## config.mk

```make
export PLATFORM = sky130hd
export DESIGN_NAME = exception_unit
export DESIGN_NICKNAME = d
export VERILOG_FILES = /design/src/csr_pkg.sv /design/src/trap_pkg.sv /design/src/exception_unit.sv /design/src/trap_sequencer.sv /design/src/csr_port_arbiter.sv /design/src/csr_file.sv
export SDC_FILE = /design/constraint.sdc
export NUM_CORES = 1
export LEC_CHECK = 0
export BUFFER_PORTS_ARGS = -buffer_cell sky130_fd_sc_hd__clkbuf_2
export CAP_MARGIN = 10
export CORE_MARGIN = 3
export CORE_UTILIZATION = 27
export CTS_BUF_LIST = sky130_fd_sc_hd__clkbuf_16
export DETAILED_ROUTE_END_ITERATION = 10
export GPL_ROUTABILITY_DRIVEN = 0
export HOLD_SLACK_MARGIN = 0.1
export MAX_ROUTING_LAYER = met4
export PLACE_DENSITY_LB_ADDON = 0.25
export SKIP_CTS_REPAIR_TIMING = 1
export SLEW_MARGIN = 40
export SYNTH_ARGS = -nofsm -noshare
export SYNTH_HDL_FRONTEND = slang
export SYNTH_SLANG_ARGS = --single-unit
```

## constraint.sdc

```tcl
create_clock -name clk -period 4 [get_ports clk]
set_input_delay 0.6 -clock clk [delete_from_list [all_inputs] [get_ports clk]]
set_output_delay 0.6 -clock clk [all_outputs]
set_load 0.02 [all_outputs]
```

## src/csr_pkg.sv

```systemverilog
package csr_pkg;

    // ##########################################################################
    // Widths
    // ##########################################################################

    typedef logic [11:0] csr_addr_t;
    typedef logic [31:0] csr_data_t;
    typedef logic [4:0]  csr_imm_t;    // zimm field of CSRRWI/CSRRSI/CSRRCI

    // ##########################################################################
    // Machine CSR addresses
    // ##########################################################################

    localparam csr_addr_t addr_mstatus = 12'h300;
    localparam csr_addr_t addr_mie     = 12'h304;
    localparam csr_addr_t addr_mtvec   = 12'h305;
    localparam csr_addr_t addr_mepc    = 12'h341;
    localparam csr_addr_t addr_mcause  = 12'h342;
    localparam csr_addr_t addr_mtval   = 12'h343;
    localparam csr_addr_t addr_mip     = 12'h344;

    // mstatus fields
    localparam int mstatus_mie  = 3;
    localparam int mstatus_mpie = 7;

    // Matches funct3[1:0] of the CSR instructions
    typedef enum logic [1:0] {
        op_write = 2'b01,
        op_set   = 2'b10,
        op_clear = 2'b11
    } csr_op_t;

    // One request on the shared CSR file port
    typedef struct packed {
        logic      we;
        csr_op_t   op;
        csr_addr_t waddr;
        csr_data_t wdata;
        csr_addr_t raddr;
    } csr_req_t;

endpackage
```

## src/trap_pkg.sv

```systemverilog
package trap_pkg;

    // ##########################################################################
    // Trap causes
    // ##########################################################################

    // Already qualified by the pipeline, any flag set starts a trap
    typedef struct packed {
        logic interrupt;
        logic illegal_inst;
        logic load_fault;
        logic store_fault;
        logic ecall;
    } trap_cause_t;

    // mcause values
    localparam csr_pkg::csr_data_t code_illegal     = 32'd2;
    localparam csr_pkg::csr_data_t code_load_fault  = 32'd5;
    localparam csr_pkg::csr_data_t code_store_fault = 32'd7;
    localparam csr_pkg::csr_data_t code_ecall       = 32'd11;
    localparam csr_pkg::csr_data_t code_interrupt   = 32'h8000_000B;   // Interrupt bit plus 11

    // ##########################################################################
    // Pipeline control
    // ##########################################################################

    typedef struct packed {
        logic fd;
        logic de;
        logic em;
        logic mw;
        logic regwrite_cancel;    // Suppress writeback of the faulting instruction
    } flush_t;

    typedef enum logic [1:0] {
        idle,
        save_epc,
        save_cause
    } trap_state_t;

endpackage

```

## src/exception_unit.sv

```systemverilog
module exception_unit #(
    parameter csr_pkg::csr_data_t reset_vector = 32'h0000_0100
) (
    input  logic                  clk,
    input  logic                  rst,
    // CSR instruction
    input  logic                  csr_rw,
    input  csr_pkg::csr_op_t      csr_op,
    input  csr_pkg::csr_addr_t    csr_addr,
    input  logic                  imm_sel,
    input  csr_pkg::csr_data_t    rs1_data,
    input  csr_pkg::csr_imm_t     imm,
    output csr_pkg::csr_data_t    csr_rdata,
    // Traps and returns
    input  trap_pkg::trap_cause_t cause,
    input  logic                  mret,
    input  csr_pkg::csr_data_t    epc_cur,
    input  csr_pkg::csr_data_t    epc_next,
    output logic                  redirect,
    output csr_pkg::csr_data_t    redirect_pc,
    output trap_pkg::flush_t      flush
);

    csr_pkg::csr_req_t  port_req;
    csr_pkg::csr_data_t port_rdata;
    csr_pkg::csr_data_t mstatus;
    logic               seq_req_valid;
    csr_pkg::csr_req_t  seq_req;
    logic               vec_req_valid;
    csr_pkg::csr_addr_t vec_raddr;

    csr_file #(
        .reset_vector (reset_vector)
    ) u_csr_file (
        .clk     (clk),
        .rst     (rst),
        .req     (port_req),
        .rdata   (port_rdata),
        .mstatus (mstatus)
    );

    csr_port_arbiter u_arbiter (
        .clk           (clk),
        .seq_req_valid (seq_req_valid),
        .seq_req       (seq_req),
        .vec_req_valid (vec_req_valid),
        .vec_raddr     (vec_raddr),
        .csr_rw        (csr_rw),
        .csr_op        (csr_op),
        .csr_addr      (csr_addr),
        .imm_sel       (imm_sel),
        .rs1_data      (rs1_data),
        .imm           (imm),
        .port_req      (port_req),
        .port_rdata    (port_rdata),
        .rdata         (csr_rdata)
    );

    trap_sequencer u_sequencer (
        .clk           (clk),
        .rst           (rst),
        .cause         (cause),
        .mret          (mret),
        .epc_cur       (epc_cur),
        .epc_next      (epc_next),
        .mstatus       (mstatus),
        .rdata         (csr_rdata),    // Same port data, carries mtvec or mepc
        .seq_req_valid (seq_req_valid),
        .seq_req       (seq_req),
        .vec_req_valid (vec_req_valid),
        .vec_raddr     (vec_raddr),
        .redirect      (redirect),
        .redirect_pc   (redirect_pc),
        .flush         (flush)
    );

endmodule

```

## src/trap_sequencer.sv

```systemverilog
module trap_sequencer (
    input  logic                  clk,
    input  logic                  rst,
    input  trap_pkg::trap_cause_t cause,
    input  logic                  mret,
    input  csr_pkg::csr_data_t    epc_cur,
    input  csr_pkg::csr_data_t    epc_next,
    input  csr_pkg::csr_data_t    mstatus,
    input  csr_pkg::csr_data_t    rdata,
    output logic                  seq_req_valid,
    output csr_pkg::csr_req_t     seq_req,
    output logic                  vec_req_valid,
    output csr_pkg::csr_addr_t    vec_raddr,
    output logic                  redirect,
    output csr_pkg::csr_data_t    redirect_pc,
    output trap_pkg::flush_t      flush
);

    trap_pkg::trap_state_t state_q;
    trap_pkg::trap_state_t state_d;

    logic                  trap_in;
    trap_pkg::trap_cause_t cause_q;
    csr_pkg::csr_data_t    epc_cur_q;
    csr_pkg::csr_data_t    epc_next_q;
    csr_pkg::csr_data_t    mstatus_entry;
    csr_pkg::csr_data_t    mstatus_exit;

    // Highest priority first
    function automatic csr_pkg::csr_data_t cause_code(input trap_pkg::trap_cause_t c);
        if (c.interrupt)         return trap_pkg::code_interrupt;
        else if (c.illegal_inst) return trap_pkg::code_illegal;
        else if (c.ecall)        return trap_pkg::code_ecall;
        else if (c.load_fault)   return trap_pkg::code_load_fault;
        else if (c.store_fault)  return trap_pkg::code_store_fault;
        return '0;
    endfunction

    assign trap_in = |cause;

    always_comb begin
        mstatus_entry                        = mstatus;
        mstatus_entry[csr_pkg::mstatus_mpie] = mstatus[csr_pkg::mstatus_mie];
        mstatus_entry[csr_pkg::mstatus_mie]  = 1'b0;

        mstatus_exit                         = mstatus;
        mstatus_exit[csr_pkg::mstatus_mie]   = mstatus[csr_pkg::mstatus_mpie];
        mstatus_exit[csr_pkg::mstatus_mpie]  = 1'b1;
    end

    // ##########################################################################
    // State and captured trap context
    // ##########################################################################

    always_ff @(posedge clk) begin
        if (rst) begin
            state_q <= trap_pkg::idle;
        end else begin
            state_q <= state_d;
        end
    end

    always_ff @(posedge clk) begin
        if (state_q == trap_pkg::idle && trap_in) begin
            cause_q    <= cause;
            epc_cur_q  <= epc_cur;
            epc_next_q <= epc_next;
        end
    end

    // ##########################################################################
    // Port requests, redirect and flushes
    // ##########################################################################

    always_comb begin
        state_d       = state_q;
        seq_req_valid = 1'b0;
        seq_req.we    = 1'b0;
        seq_req.op    = csr_pkg::op_write;
        seq_req.waddr = csr_pkg::addr_mstatus;
        seq_req.wdata = '0;
        seq_req.raddr = csr_pkg::addr_mstatus;
        vec_req_valid = 1'b0;
        vec_raddr     = csr_pkg::addr_mtvec;
        redirect      = 1'b0;
        flush         = '0;

        unique case (state_q)
            trap_pkg::idle: begin
                if (trap_in) begin
                    state_d               = trap_pkg::save_epc;
                    seq_req_valid         = 1'b1;
                    seq_req.we            = 1'b1;
                    seq_req.wdata         = mstatus_entry;
                    flush.fd              = 1'b1;
                    flush.de              = 1'b1;
                    flush.em              = 1'b1;
                    flush.mw              = 1'b1;
                    flush.regwrite_cancel = !cause.interrupt;    // Interrupted inst retires
                end else if (mret) begin
                    seq_req_valid = 1'b1;
                    seq_req.we    = 1'b1;
                    seq_req.wdata = mstatus_exit;
                    vec_req_valid = 1'b1;
                    vec_raddr     = csr_pkg::addr_mepc;
                    redirect      = 1'b1;
                    flush.fd      = 1'b1;
                    flush.de      = 1'b1;
                    flush.em      = 1'b1;
                    flush.mw      = 1'b1;
                end
            end
            trap_pkg::save_epc: begin
                state_d       = trap_pkg::save_cause;
                seq_req_valid = 1'b1;
                seq_req.we    = 1'b1;
                seq_req.waddr = csr_pkg::addr_mepc;
                seq_req.wdata = cause_q.interrupt ? epc_next_q : epc_cur_q;
                vec_req_valid = 1'b1;
                vec_raddr     = csr_pkg::addr_mtvec;
                redirect      = 1'b1;
                flush.fd      = 1'b1;    // Kill the fetch already in flight
            end
            trap_pkg::save_cause: begin
                state_d       = trap_pkg::idle;
                seq_req_valid = 1'b1;
                seq_req.we    = 1'b1;
                seq_req.waddr = csr_pkg::addr_mcause;
                seq_req.wdata = cause_code(cause_q);
            end
            default: state_d = trap_pkg::idle;
        endcase
    end

    assign redirect_pc = redirect ? rdata : '0;

    // Trap entry takes two busy states and then the sequencer is free again
    trap_returns_idle: assert property (
        @(posedge clk) disable iff (rst)
        (state_q == trap_pkg::idle && trap_in)
            |=> (state_q != trap_pkg::idle) [*2] ##1 (state_q == trap_pkg::idle)
    ) else $error("Trap sequence did not return to idle on time");

endmodule

```

## src/csr_port_arbiter.sv

```systemverilog
module csr_port_arbiter (
    input  logic               clk,
    // Trap sequencer
    input  logic               seq_req_valid,
    input  csr_pkg::csr_req_t  seq_req,
    input  logic               vec_req_valid,
    input  csr_pkg::csr_addr_t vec_raddr,
    // CSR instruction
    input  logic               csr_rw,
    input  csr_pkg::csr_op_t   csr_op,
    input  csr_pkg::csr_addr_t csr_addr,
    input  logic               imm_sel,
    input  csr_pkg::csr_data_t rs1_data,
    input  csr_pkg::csr_imm_t  imm,
    // CSR file
    output csr_pkg::csr_req_t  port_req,
    input  csr_pkg::csr_data_t port_rdata,
    output csr_pkg::csr_data_t rdata
);

    csr_pkg::csr_data_t inst_wdata;
    logic               inst_grant;

    assign inst_wdata = imm_sel ? {27'b0, imm} : rs1_data;    // zimm is zero-extended

    // Instruction only wins when the sequencer is quiet
    assign inst_grant = csr_rw && !seq_req_valid && !vec_req_valid;

    always_comb begin
        port_req.we    = 1'b0;
        port_req.op    = csr_pkg::op_write;
        port_req.waddr = '0;
        port_req.wdata = '0;
        port_req.raddr = '0;

        if (seq_req_valid) begin
            port_req.we    = seq_req.we;
            port_req.op    = seq_req.op;
            port_req.waddr = seq_req.waddr;
            port_req.wdata = seq_req.wdata;
            port_req.raddr = seq_req.raddr;
        end

        if (vec_req_valid) begin
            port_req.raddr = vec_raddr;    // Redirect target
        end

        if (inst_grant) begin
            port_req.we    = 1'b1;
            port_req.op    = csr_op;
            port_req.waddr = csr_addr;
            port_req.wdata = inst_wdata;
            port_req.raddr = csr_addr;
        end
    end

    // Both peers see the same read data
    assign rdata = port_rdata;

    // A colliding instruction never displaces the sequencer write
    seq_owns_write: assert property (
        @(posedge clk)
        (seq_req_valid && seq_req.we && csr_rw)
            |-> (port_req.we && port_req.op == seq_req.op
                 && port_req.waddr == seq_req.waddr
                 && port_req.wdata == seq_req.wdata)
    ) else $error("CSR instruction granted during a sequencer write");

endmodule

```

## src/csr_file.sv

```systemverilog
module csr_file #(
    parameter csr_pkg::csr_data_t reset_vector = 32'h0000_0100
) (
    input  logic               clk,
    input  logic               rst,
    input  csr_pkg::csr_req_t  req,
    output csr_pkg::csr_data_t rdata,
    output csr_pkg::csr_data_t mstatus
);

    csr_pkg::csr_data_t mstatus_q;
    csr_pkg::csr_data_t mie_q;
    csr_pkg::csr_data_t mtvec_q;
    csr_pkg::csr_data_t mepc_q;
    csr_pkg::csr_data_t mcause_q;
    csr_pkg::csr_data_t mtval_q;
    csr_pkg::csr_data_t mip_q;

    csr_pkg::csr_data_t old_val;    // Current contents at the write address
    csr_pkg::csr_data_t new_val;

    // Unimplemented addresses read as zero
    function automatic csr_pkg::csr_data_t lookup(input csr_pkg::csr_addr_t addr);
        csr_pkg::csr_data_t val;
        case (addr)
            csr_pkg::addr_mstatus: val = mstatus_q;
            csr_pkg::addr_mie:     val = mie_q;
            csr_pkg::addr_mtvec:   val = mtvec_q;
            csr_pkg::addr_mepc:    val = mepc_q;
            csr_pkg::addr_mcause:  val = mcause_q;
            csr_pkg::addr_mtval:   val = mtval_q;
            csr_pkg::addr_mip:     val = mip_q;
            default:               val = '0;
        endcase
        return val;
    endfunction

    always_comb begin
        rdata   = lookup(req.raddr);    // Old value, the write lands at the edge
        old_val = lookup(req.waddr);
    end

    always_comb begin
        case (req.op)
            csr_pkg::op_write: new_val = req.wdata;
            csr_pkg::op_set:   new_val = old_val | req.wdata;
            csr_pkg::op_clear: new_val = old_val & ~req.wdata;
            default:           new_val = old_val;
        endcase
    end

    // ##########################################################################
    // Register storage
    // ##########################################################################

    always_ff @(posedge clk) begin
        if (rst) begin
            mstatus_q <= '0;
            mie_q     <= '0;
            mtvec_q   <= reset_vector;
            mepc_q    <= '0;
            mcause_q  <= '0;
            mtval_q   <= '0;
            mip_q     <= '0;
        end else if (req.we) begin
            case (req.waddr)
                csr_pkg::addr_mstatus: mstatus_q <= new_val;
                csr_pkg::addr_mie:     mie_q     <= new_val;
                csr_pkg::addr_mtvec:   mtvec_q   <= new_val;
                csr_pkg::addr_mepc:    mepc_q    <= new_val;
                csr_pkg::addr_mcause:  mcause_q  <= new_val;
                csr_pkg::addr_mtval:   mtval_q   <= new_val;
                csr_pkg::addr_mip:     mip_q     <= new_val;
                default: ;                          // No such CSR
            endcase
        end
    end

    assign mstatus = mstatus_q;

    // Only direct mode exists, so mtvec must stay word aligned with MODE = 0
    mtvec_direct_mode: assert property (
        @(posedge clk) disable iff (rst)
        (req.we && req.waddr == csr_pkg::addr_mtvec) |-> (new_val[1:0] == 2'b00)
    ) else $error("mtvec written with a non-direct mode");

endmodule

```

==> results.txt, run 1 <==
----------------------------------------------------
[Status]
  Outcome ... finished, final reports clean

[Critical path]
  Worst setup SP type ... primary input
  R2R Setup Slk ... 0.58 ns
  Crit end category ... output port
  Slowest stage delay, CP ... 0.57 ns
  Cells along the critical path ... clkbuf_2 > or4_4 > buf_4 > or3_1 > a41oi_4 > nor3b_4 > buf_4 > buf_12 > a22oi_1 > nand3_1 > clkbuf_2
  Critical path peak fanout ... 16
  Critical path start-end classification ... in -> out
  Data required time at the worst endpoint ... 3.40 ns
  Data arrival time at the worst-slack endpoint ... 3.32 ns
  Max stage delay cell, worst path ... sky130_fd_sc_hd__or4_4

[Finish]
  Commonest cells after routing, fill and taps aside ... sky130_fd_sc_hd__dfxtp_1 (226), sky130_fd_sc_hd__clkbuf_2 (193), sky130_fd_sc_hd__nand2_1 (170), sky130_fd_sc_hd__nand3_1 (146), sky130_fd_sc_hd__o31ai_1 (131)
  FILL cells ... 5915
  Most common cell after layout, fill and taps aside ... sky130_fd_sc_hd__dfxtp_1
  Multi-input logic area ... 9500 µm²
  Final core utilization ... 34.6%
  # nets final ... 2064
  Antenna diode count ... 0
  Area taken by flip-flops and latches ... 6600 µm²
  Fraction of layout cells with a size suffix above 1 ... 27.9%
  Syn-to-layout area delta ... 25.8%
  Post-route cell area ... 20600 µm²

[Logic synthesis]
  Summed instance area of the synthesized netlist ... 16400 µm²
  Predominant post-synthesis flop cell ... sky130_fd_sc_hd__dfxtp_1
  Post-Syn Nets ... 1852
  Number of enable-type register cells in the synthesized netlist ... 69
  Warnings, synthesis ... 0
  Proportion of synthesized chip area in sequential cells ... 40.2%
  Gate count after technology mapping ... 1722
  Register bit count reported by yosys ... 295
  Mean instance size in the synthesized netlist ... 9.53 µm²
  Number of distinct library cell variants in the gate-level netlist after synthesis ... 79
  Async set or reset register ratio after synthesis ... 0%

[Global route]
  Maximum number of pins on one net before global-route repair ... 71
  Number of antenna violations at the first check in global routing ... 0
  Total gr overflow ... 0
  Vias in the first global route ... 15900
  Wire length of the first global-routing pass ... 106000 µm
  Overall track demand over capacity in global routing ... 22.9%

[Timing]
  Setup Viol. Count Final ... 0
  Relative slew margins ... 43.8%
  Transition at the pin with the smallest max-transition slack ... 0.843 ns
  Achievable frequency ... 255 MHz
  Number of hold violations in the final report ... 0
  Fin crit period ... 3.92 ns
  Worst-case hold slack ... 0.215 ns
  Number of slew-limit violations in the final report ... 0
  Clock Skew ... 0.0209 ns
  RSZ-0062 raised after global routing ... yes
  Setup slack after layout ... 0.0796 ns
  Portion of the clock cycle consumed by the worst path in the final layout ... 98.0%

[Die]
  Number of standard-cell rows in the floorplan ... 89
  Y dimension of the die ... 253 µm
  Chip width ... 253 µm
  Starting density of the core ... 27.5%
  Core Region ... 59600 µm²
  Die ar. ... 63800 µm²
  Number of placed I/O pins ... 195

[Placed design]
  Quantity of I/O buffers inserted on ports ... 194
  Post-place setup slack ... -0.0322 ns
  DP Wirelength ... 48200 µm
  Area after detailed placement ... 18900 µm²

[Pwr]
  Ratio of total power to cell area ... 396 nW/µm²
  Highest ir drop seen on vdd ... 0.265 mV
  Static Leakage ... 7.37 nW
  Switch Pwr ... 2.65 mW
  Part of the power in the clock network ... 38.0%
  Switching portion of total power ... 32.4%
  Combinational share of power ... 22.7%
  Sequential share of power ... 39.3%
  Cell internal power dissipation ... 5.52 mW
  Total Power ... 8.18 mW

[CTS]
  Htree depth ... 2
  Root buffer cell ... sky130_fd_sc_hd__clkbuf_16
  Number of buffers added by the clock tree synthesis step ... 37
  Number of buffers between clock root and the deepest sink ... 3
  Clock sink total ... 295
  Clock insertion delay at the later pin of the skew report ... 0.56 ns
  Clock transition at path regs ... 0.06 ns
  Clock tree from TritonCTS ... built

[Drt]
  First DRT Iteration DRCs ... 1539
  Routed vias ... 16200
  First drt pass iteration count ... 6
  DRC errors left ... 0
  Highest metal layer with signal wires ... met4
  Average via count per standard cell ... 5.94
  Average routed wire per standard cell ... 27.3 µm
  Number of nets with antenna violations after routing ... 0
  Routed WL ... 74600 µm
  Detail Route met2 WL ... 34900 µm
  Total length of routed met3 wires ... 5150 µm
  Total routed wire length on the met1 layer ... 31400 µm

[Run]
  Max cap viols ... 0

[Hold path]
  Path category of the worst min-delay check ... in -> reg

----------------------------------------------------
-- worst max-delay path, delay by kind of cell --
kind	cells	cell delay (ns)
AND/OR/NAND/NOR	4	1.24
buffers and inverters	5	0.84
AO/OA/AOI/OAI	2	0.63
-- synthesized netlist by cell type, types with 5 or more instances --
library cell	instances	share of area, %
sky130_fd_sc_hd__mux2i_1	99	6.0
sky130_fd_sc_hd__o31ai_1	131	6.0
sky130_fd_sc_hd__a221o_1	7	0.43
sky130_fd_sc_hd__nor2b_1	8	0.31
sky130_fd_sc_hd__a22oi_1	98	4.5
sky130_fd_sc_hd__nor2_1	91	2.1
sky130_fd_sc_hd__buf_4	6	0.27
sky130_fd_sc_hd__mux2_2	30	2.1
sky130_fd_sc_hd__a2111oi_4	11	1.8
sky130_fd_sc_hd__nand3_1	147	4.5
sky130_fd_sc_hd__and3_1	13	0.50
sky130_fd_sc_hd__nor3_1	9	0.27
sky130_fd_sc_hd__o2bb2ai_2	18	1.6
sky130_fd_sc_hd__a221oi_1	42	2.2
sky130_fd_sc_hd__o21ai_0	8	0.24
sky130_fd_sc_hd__clkbuf_1	102	2.3
sky130_fd_sc_hd__nand2_1	170	3.9
sky130_fd_sc_hd__and4bb_4	18	1.8
sky130_fd_sc_hd__dfxtp_1	226	28
sky130_fd_sc_hd__o2bb2ai_1	28	1.5
sky130_fd_sc_hd__a21oi_1	38	1.2
sky130_fd_sc_hd__o32ai_1	65	3.5
sky130_fd_sc_hd__buf_2	34	1.0
sky130_fd_sc_hd__a2bb2oi_1	9	0.48
sky130_fd_sc_hd__edfxtp_1	69	13
sky130_fd_sc_hd__o41ai_1	5	0.27
sky130_fd_sc_hd__o2111a_1	18	1.2
sky130_fd_sc_hd__nand4b_1	18	0.96
sky130_fd_sc_hd__nand2b_1	5	0.19
sky130_fd_sc_hd__inv_1	50	1.1
sky130_fd_sc_hd__a31oi_1	36	1.4
sky130_fd_sc_hd__ha_1	5	0.38
sky130_fd_sc_hd__a22o_1	10	0.53
sky130_fd_sc_hd__a211o_1	8	0.43
sky130_fd_sc_hd__buf_1	6	0.14
-- cell families after synthesis --
family                   count (synthesis)  share of synthesized area [%]
AND/OR/NAND/NOR                        514                           16.4
AO/OA/AOI/OAI                          575                           29.5
flip-flops                             295                           40.2
buffers and inverters                  203                           5.33
XOR/XNOR                                 1                         0.0534
multiplexers                           129                           8.10
adder cells (fa/ha/maj)                  5                          0.381
-- layout make-up --
type                    count  share of cell area [%]
clock inverters            28                   0.722
flip-flops and latches    295                    32.0
well taps                 773                    4.69
clock buffers              37                    4.49
multi-input cells        1224                    46.0
inverters                  51                   0.940
repair buffers            325                    11.2
-- per-layer routing --
metal  global-route usage (%)  vias up
met5                        -        -
met4                     10.0        0
met3                     3.66      179
met2                     36.6      767
met1                     28.5     8069
li1                         -     7230
-- worst paths after layout --
kind / startpoint / to / depth (start not counted)
worst min-delay path: epc_next[14] / u_sequencer.epc_next_q[14]$_DFFE_PP_ / 1
worst min register to register: u_csr_file.mcause_q[0]$_SDFFE_PP0P_ / u_csr_file.mcause_q[0]$_SDFFE_PP0P_ / 2
worst max register to register: u_sequencer.state_q[0]$_SDFFE_PP0P_ / u_csr_file.mtval_q[4]$_SDFFE_PP0P_ / 11
worst max-delay path: cause[1] / csr_rdata[24] / 11
-- power groups by stage --
stage	Sequential [mW]	Combinational (mW)	Clock [mW]
6_report	3.21	1.85	3.11
3_3_place_gp	3.28	1.69	0
3_5_place_dp	3.28	1.71	0
5_1_grt	3.22	1.96	3.30
4_1_cts	3.21	1.72	3.19
2_1_floorplan	3.26	0.988	0
-- sequential cells by signal, summed over array words and instances (netlist names) --
name	flops
u_csr_file.mip_q	32
u_csr_file.mtval_q	32
u_sequencer.epc_cur_q	32
u_csr_file.mstatus	32
u_sequencer.cause_q	5
u_sequencer.epc_next_q	32
u_csr_file.mcause_q	32
u_csr_file.mepc_q	32
u_csr_file.mie_q	32
u_sequencer.state_q	2
u_csr_file.mtvec_q	32
-- per-stage QoR --
stage,std cells,setup TNS (ns)
3_5_place_dp,2650,-0.0526
2_1_floorplan,1722,0
4_1_cts,2715,-21.68
3_3_place_gp,2645,-0.0387
5_1_grt,2733,-0.0670
6_report,2733,0
No activity file was read; power rests on OpenSTA's default activity.
==> inputs of run 2 (changes only) <==
Settings changed: ABC_AREA set to 1.
==> run 2 against run 1 <==
Net effect: fmax grew 0.90%; worst setup slack improved by 0.035 ns; wire length shrank 5.5%; register-to-register slack got worse by 0.16 ns; sequential power increased by 6.5%; clock skew is essentially flat.
==> results.txt, run 2 <==
----------------------------------------------------
[Timing]
  Setup Viol. Count Final ... 0 (unchanged)
  Clock Skew ... 0.0210 ns (was 0.0209 ns)
  Fin crit period ... 3.89 ns (was 3.92 ns)
  Number of hold violations in the final report ... 0 (unchanged)
  Transition at the pin with the smallest max-transition slack ... 0.798 ns (was 0.843 ns)
  Achievable frequency ... 257 MHz (was 255 MHz)
  Total negative slack for setup checks ... 0 ns (unchanged)
  Relative slew margins ... 46.2% (was 43.8%)
  Worst-case hold slack ... 0.230 ns (was 0.215 ns)
  Number of slew-limit violations in the final report ... 0 (unchanged)
  Portion of the clock cycle consumed by the worst path in the final layout ... 97.1% (was 98.0%)

[Placed design]
  DP Wirelength ... 48400 µm (was 48200 µm)
  Area after detailed placement ... 18300 µm² (was 18900 µm²)
  DP Cell Count ... 3219 (was 2650)
  Quantity of I/O buffers inserted on ports ... 194 (unchanged)

[Pwr]
  Ratio of total power to cell area ... 443 nW/µm² (was 396 nW/µm²)
  Switching portion of total power ... 35.9% (was 32.4%)
  Combinational share of power ... 26.7% (was 22.7%)
  Part of the power in the clock network ... 34.2% (was 38.0%)
  Sequential share of power ... 39.1% (was 39.3%)
  Highest ir drop seen on vdd ... 0.292 mV (was 0.265 mV)
  Cell internal power dissipation ... 5.60 mW (was 5.52 mW)
  Static Leakage ... 8.46 nW (was 7.37 nW)
  Switch Pwr ... 3.14 mW (was 2.65 mW)

[Die]
  Number of standard-cell rows in the floorplan ... 89 (unchanged)
  Starting density of the core ... 27.5% (about the same)
  Die ar. ... 63400 µm² (was 63800 µm²)
  Y dimension of the die ... 252 µm (was 253 µm)
  Number of placed I/O pins ... 195 (unchanged)
  Core Region ... 59400 µm² (was 59600 µm²)
  Chip width ... 252 µm (was 253 µm)

[Finish]
  # nets final ... 2628 (was 2064)
  Commonest cells after routing, fill and taps aside ... sky130_fd_sc_hd__nand2_1 (418), sky130_fd_sc_hd__o21ai_0 (285), sky130_fd_sc_hd__inv_1 (266), sky130_fd_sc_hd__a21oi_1 (260), sky130_fd_sc_hd__dfxtp_1 (224) (was sky130_fd_sc_hd__dfxtp_1 (226), sky130_fd_sc_hd__clkbuf_2 (193), sky130_fd_sc_hd__nand2_1 (170), sky130_fd_sc_hd__nand3_1 (146), sky130_fd_sc_hd__o31ai_1 (131))
  Non-Filler Instances ... 3298 (was 2733)
  Syn-to-layout area delta ... 21.0% (was 25.8%)
  Post-route cell area ... 19700 µm² (was 20600 µm²)
  Most common cell after layout, fill and taps aside ... sky130_fd_sc_hd__nand2_1 (was sky130_fd_sc_hd__dfxtp_1)
  Fraction of layout cells with a size suffix above 1 ... 19.9% (was 27.9%)

[Global route]
  Wire length of the first global-routing pass ... 103000 µm (was 106000 µm)
  Total gr overflow ... 0 (unchanged)
  Vias in the first global route ... 16700 (was 15900)
  Overall track demand over capacity in global routing ... 21.9% (was 22.9%)
  Maximum number of pins on one net before global-route repair ... 169 (was 71)
  Number of antenna violations at the first check in global routing ... 1 (was 0)

[Drt]
  Routed WL ... 70500 µm (was 74600 µm)
  DRC errors left ... 0 (unchanged)
  Average routed wire per standard cell ... 21.4 µm (was 27.3 µm)
  First DRT Iteration DRCs ... 1561 (was 1539)
  Average via count per standard cell ... 5.25 (was 5.94)
  Number of nets with antenna violations after routing ... 0 (unchanged)
  Routed vias ... 17300 (was 16200)
  First drt pass iteration count ... 6 (unchanged)

[Critical path]
  Max stage delay cell, worst path ... sky130_fd_sc_hd__dfxtp_2 (was sky130_fd_sc_hd__or4_4)
  Startpoint of the worst-slack reg-to-reg timing path ... u_sequencer.state_q[0]$_SDFFE_PP0P_ (unchanged)
  Critical path start-end classification ... reg -> out (was in -> out)
  Critical Path Source ... u_sequencer.state_q[0]$_SDFFE_PP0P_ (was cause[1])
  CP top delay family ... simple AND/OR/NAND/NOR gates (unchanged)
  Slowest stage delay, CP ... 0.36 ns (was 0.57 ns)
  Critical path peak fanout ... 31 (was 16)
  Data arrival time at the worst-slack endpoint ... 3.29 ns (was 3.32 ns)
  Cells along the critical path ... inv_2 > ha_4 > nand4_4 > nor2_4 > nor2_4 > inv_2 > a31oi_1 > nand2_1 > nor2_2 > nand2_1 > buf_12 > o21ai_1 > a211oi_1 > buf_4 > a21oi_2 > buf_4 (was clkbuf_2 > or4_4 > buf_4 > or3_1 > a41oi_4 > nor3b_4 > buf_4 > buf_12 > a22oi_1 > nand3_1 > clkbuf_2)
  Data required time at the worst endpoint ... 3.40 ns (about the same)
  Total buffers and inverters traversed by the critical path ... 5 (unchanged)
  Worst setup SP type ... register (was primary input)
  Crit end category ... output port (unchanged)

[Run]
  Max cap viols ... 0 (unchanged)

[CTS]
  Root buffer cell ... sky130_fd_sc_hd__clkbuf_16 (unchanged)
  Clock tree from TritonCTS ... built (unchanged)
  Number of buffers added by the clock tree synthesis step ... 35 (was 37)
  Clock insertion delay at the later pin of the skew report ... 0.55 ns (was 0.56 ns)
  Number of buffers between clock root and the deepest sink ... 3 (unchanged)
  Clock sink total ... 295 (unchanged)
  Clock transition at path regs ... 0.06 ns (about the same)
  Htree depth ... 2 (unchanged)

[Logic synthesis]
  Most common cell in the synthesized netlist ... sky130_fd_sc_hd__nand2_1 (was sky130_fd_sc_hd__dfxtp_1)
  Synth area leaders ... sky130_fd_sc_hd__dfxtp_1 (28%), sky130_fd_sc_hd__edfxtp_1 (13%), sky130_fd_sc_hd__nand2_1 (9.8%) (was sky130_fd_sc_hd__dfxtp_1 (28%), sky130_fd_sc_hd__edfxtp_1 (13%), sky130_fd_sc_hd__mux2i_1 (6.0%))
  Proportion of synthesized chip area in sequential cells ... 40.4% (was 40.2%)
  Summed instance area of the synthesized netlist ... 16300 µm² (was 16400 µm²)
  Register bit count reported by yosys ... 295 (unchanged)
  Predominant post-synthesis flop cell ... sky130_fd_sc_hd__dfxtp_1 (unchanged)
  Async set or reset register ratio after synthesis ... 0% (unchanged)
  Post-synth top area cell ... sky130_fd_sc_hd__dfxtp_1 (unchanged)
  Gate count after technology mapping ... 2318 (was 1722)
  Number of distinct library cell variants in the gate-level netlist after synthesis ... 42 (was 79)
  Warnings, synthesis ... 0 (unchanged)
  Area fraction of the dominant cell type after synthesis ... 27.7% (was 27.6%)
  Number of enable-type register cells in the synthesized netlist ... 69 (unchanged)
  Mean instance size in the synthesized netlist ... 7.04 µm² (was 9.53 µm²)
  Synth cell count leaders ... sky130_fd_sc_hd__nand2_1 (425), sky130_fd_sc_hd__o21ai_0 (287), sky130_fd_sc_hd__a21oi_1 (277) (was sky130_fd_sc_hd__dfxtp_1 (226), sky130_fd_sc_hd__nand2_1 (170), sky130_fd_sc_hd__nand3_1 (147))
  Post-Syn Nets ... 2448 (was 1852)

[Hold path]
  Min-Delay Startpoint ... epc_next[22] (was epc_next[14])
  Path category of the worst min-delay check ... in -> reg (unchanged)

[Status]
  Outcome ... finished, final reports clean (unchanged)

----------------------------------------------------
-- run 2: cell count changes in the layout (fill, tap and decap cells not counted), sizes merged, moves of 58 or more --
cell and change:
nand2 +300, o21ai +289, a21oi +253, inv +228, o31ai -131, a22oi -98
mux2i -95, o22ai +82, nor2 +71, o32ai -65, nand3 +58
-- run 2: cell families (layout without fill, tap and decap cells) --
kind of cell	Yosys count	count (layout)	share of synthesized area, %
other	0	1	0
muxes	4	4	0.246
DFF	295	295	40.4
and+or+nand+nor	856	858	23.7
adders and majority gates	5	5	0.384
AOI/OAI and AO/OA	715	715	23.7
buffers and inverters	434	638	11.0
xor gates and xnor gates	9	9	0.483
-- run 2: cell type report --
type / instances / area (µm²)
repair buffers: 292 / 1940
flip-flops and latches: 295 / 6600
multi-input cells: 1591 / 8120
well taps: 773 / 967
clock buffers: 36 / 901
inverters: 283 / 1070
clock inverters: 27 / 133
fillers: 6380 / 39600
diodes: 1 / 2.50
-- run 2: worst register-to-register path, stage by stage, from the launching register on --
cell and delay [ns]:
sky130_fd_sc_hd__dfxtp_2 0.36, sky130_fd_sc_hd__inv_2 0.07, sky130_fd_sc_hd__ha_4 0.17, sky130_fd_sc_hd__buf_4 0.15
sky130_fd_sc_hd__nand2_2 0.09, sky130_fd_sc_hd__nand3_4 0.10, sky130_fd_sc_hd__nand2_2 0.14, sky130_fd_sc_hd__buf_4 0.13
sky130_fd_sc_hd__buf_4 0.15, sky130_fd_sc_hd__nand3_4 0.21, sky130_fd_sc_hd__buf_4 0.30, sky130_fd_sc_hd__nor2_1 0.27
sky130_fd_sc_hd__inv_1 0.14, sky130_fd_sc_hd__nor2_4 0.11, sky130_fd_sc_hd__inv_2 0.22, sky130_fd_sc_hd__o21ai_0 0.17
sky130_fd_sc_hd__inv_1 0.06, sky130_fd_sc_hd__a21oi_1 0.22, sky130_fd_sc_hd__nand2_1 0.23, sky130_fd_sc_hd__nand3_1 0.13
sky130_fd_sc_hd__nand2_1 0.06, sky130_fd_sc_hd__inv_1 0.04
-- run 2: through the flow --
| step | worst slack, ns | utilization, % | total power, mW |
|---|---|---|---|
| 6_report | 0.115 | 33.2 | 8.74 |
| 5_1_grt | -0.0193 | 33.2 | 9.11 |
| 4_1_cts | -0.286 | 32.6 | 8.71 |
| 3_5_place_dp | 0.192 | 30.8 | 5.73 |
| 3_3_place_gp | 0.232 | 30.8 | 5.71 |
| 2_1_floorplan | 0.766 | - | 4.85 |
-- run 2: power by group through the flow --
stage                     sequential, mW  clock, mW  combinational, mW
after floorplan                     3.44          0               1.41
after global placement              3.47          0               2.24
after detailed placement            3.48          0               2.26
after CTS                           3.41       3.03               2.27
after global routing                3.44       3.15               2.53
final                               3.42       2.99               2.33
-- run 2: final timing paths --
kind,to,slack (ns),cells after the start
worst max-delay path,redirect_pc[24],0.11,16
worst min-delay path,u_sequencer.epc_next_q[22]$_DFFE_PP_,0.23,1
worst max register to register,u_csr_file.mie_q[31]$_SDFFE_PP0P_,0.42,21
worst min register to register,u_csr_file.mtvec_q[8]$_SDFFE_PP1P_,0.53,2
-- run 2: per-layer routing --
metal	global-route usage (%)	wire length, µm
met4	9.92	3160
met2	36.1	34000
met1	26.6	28400
met5	-	0
met3	3.17	4980
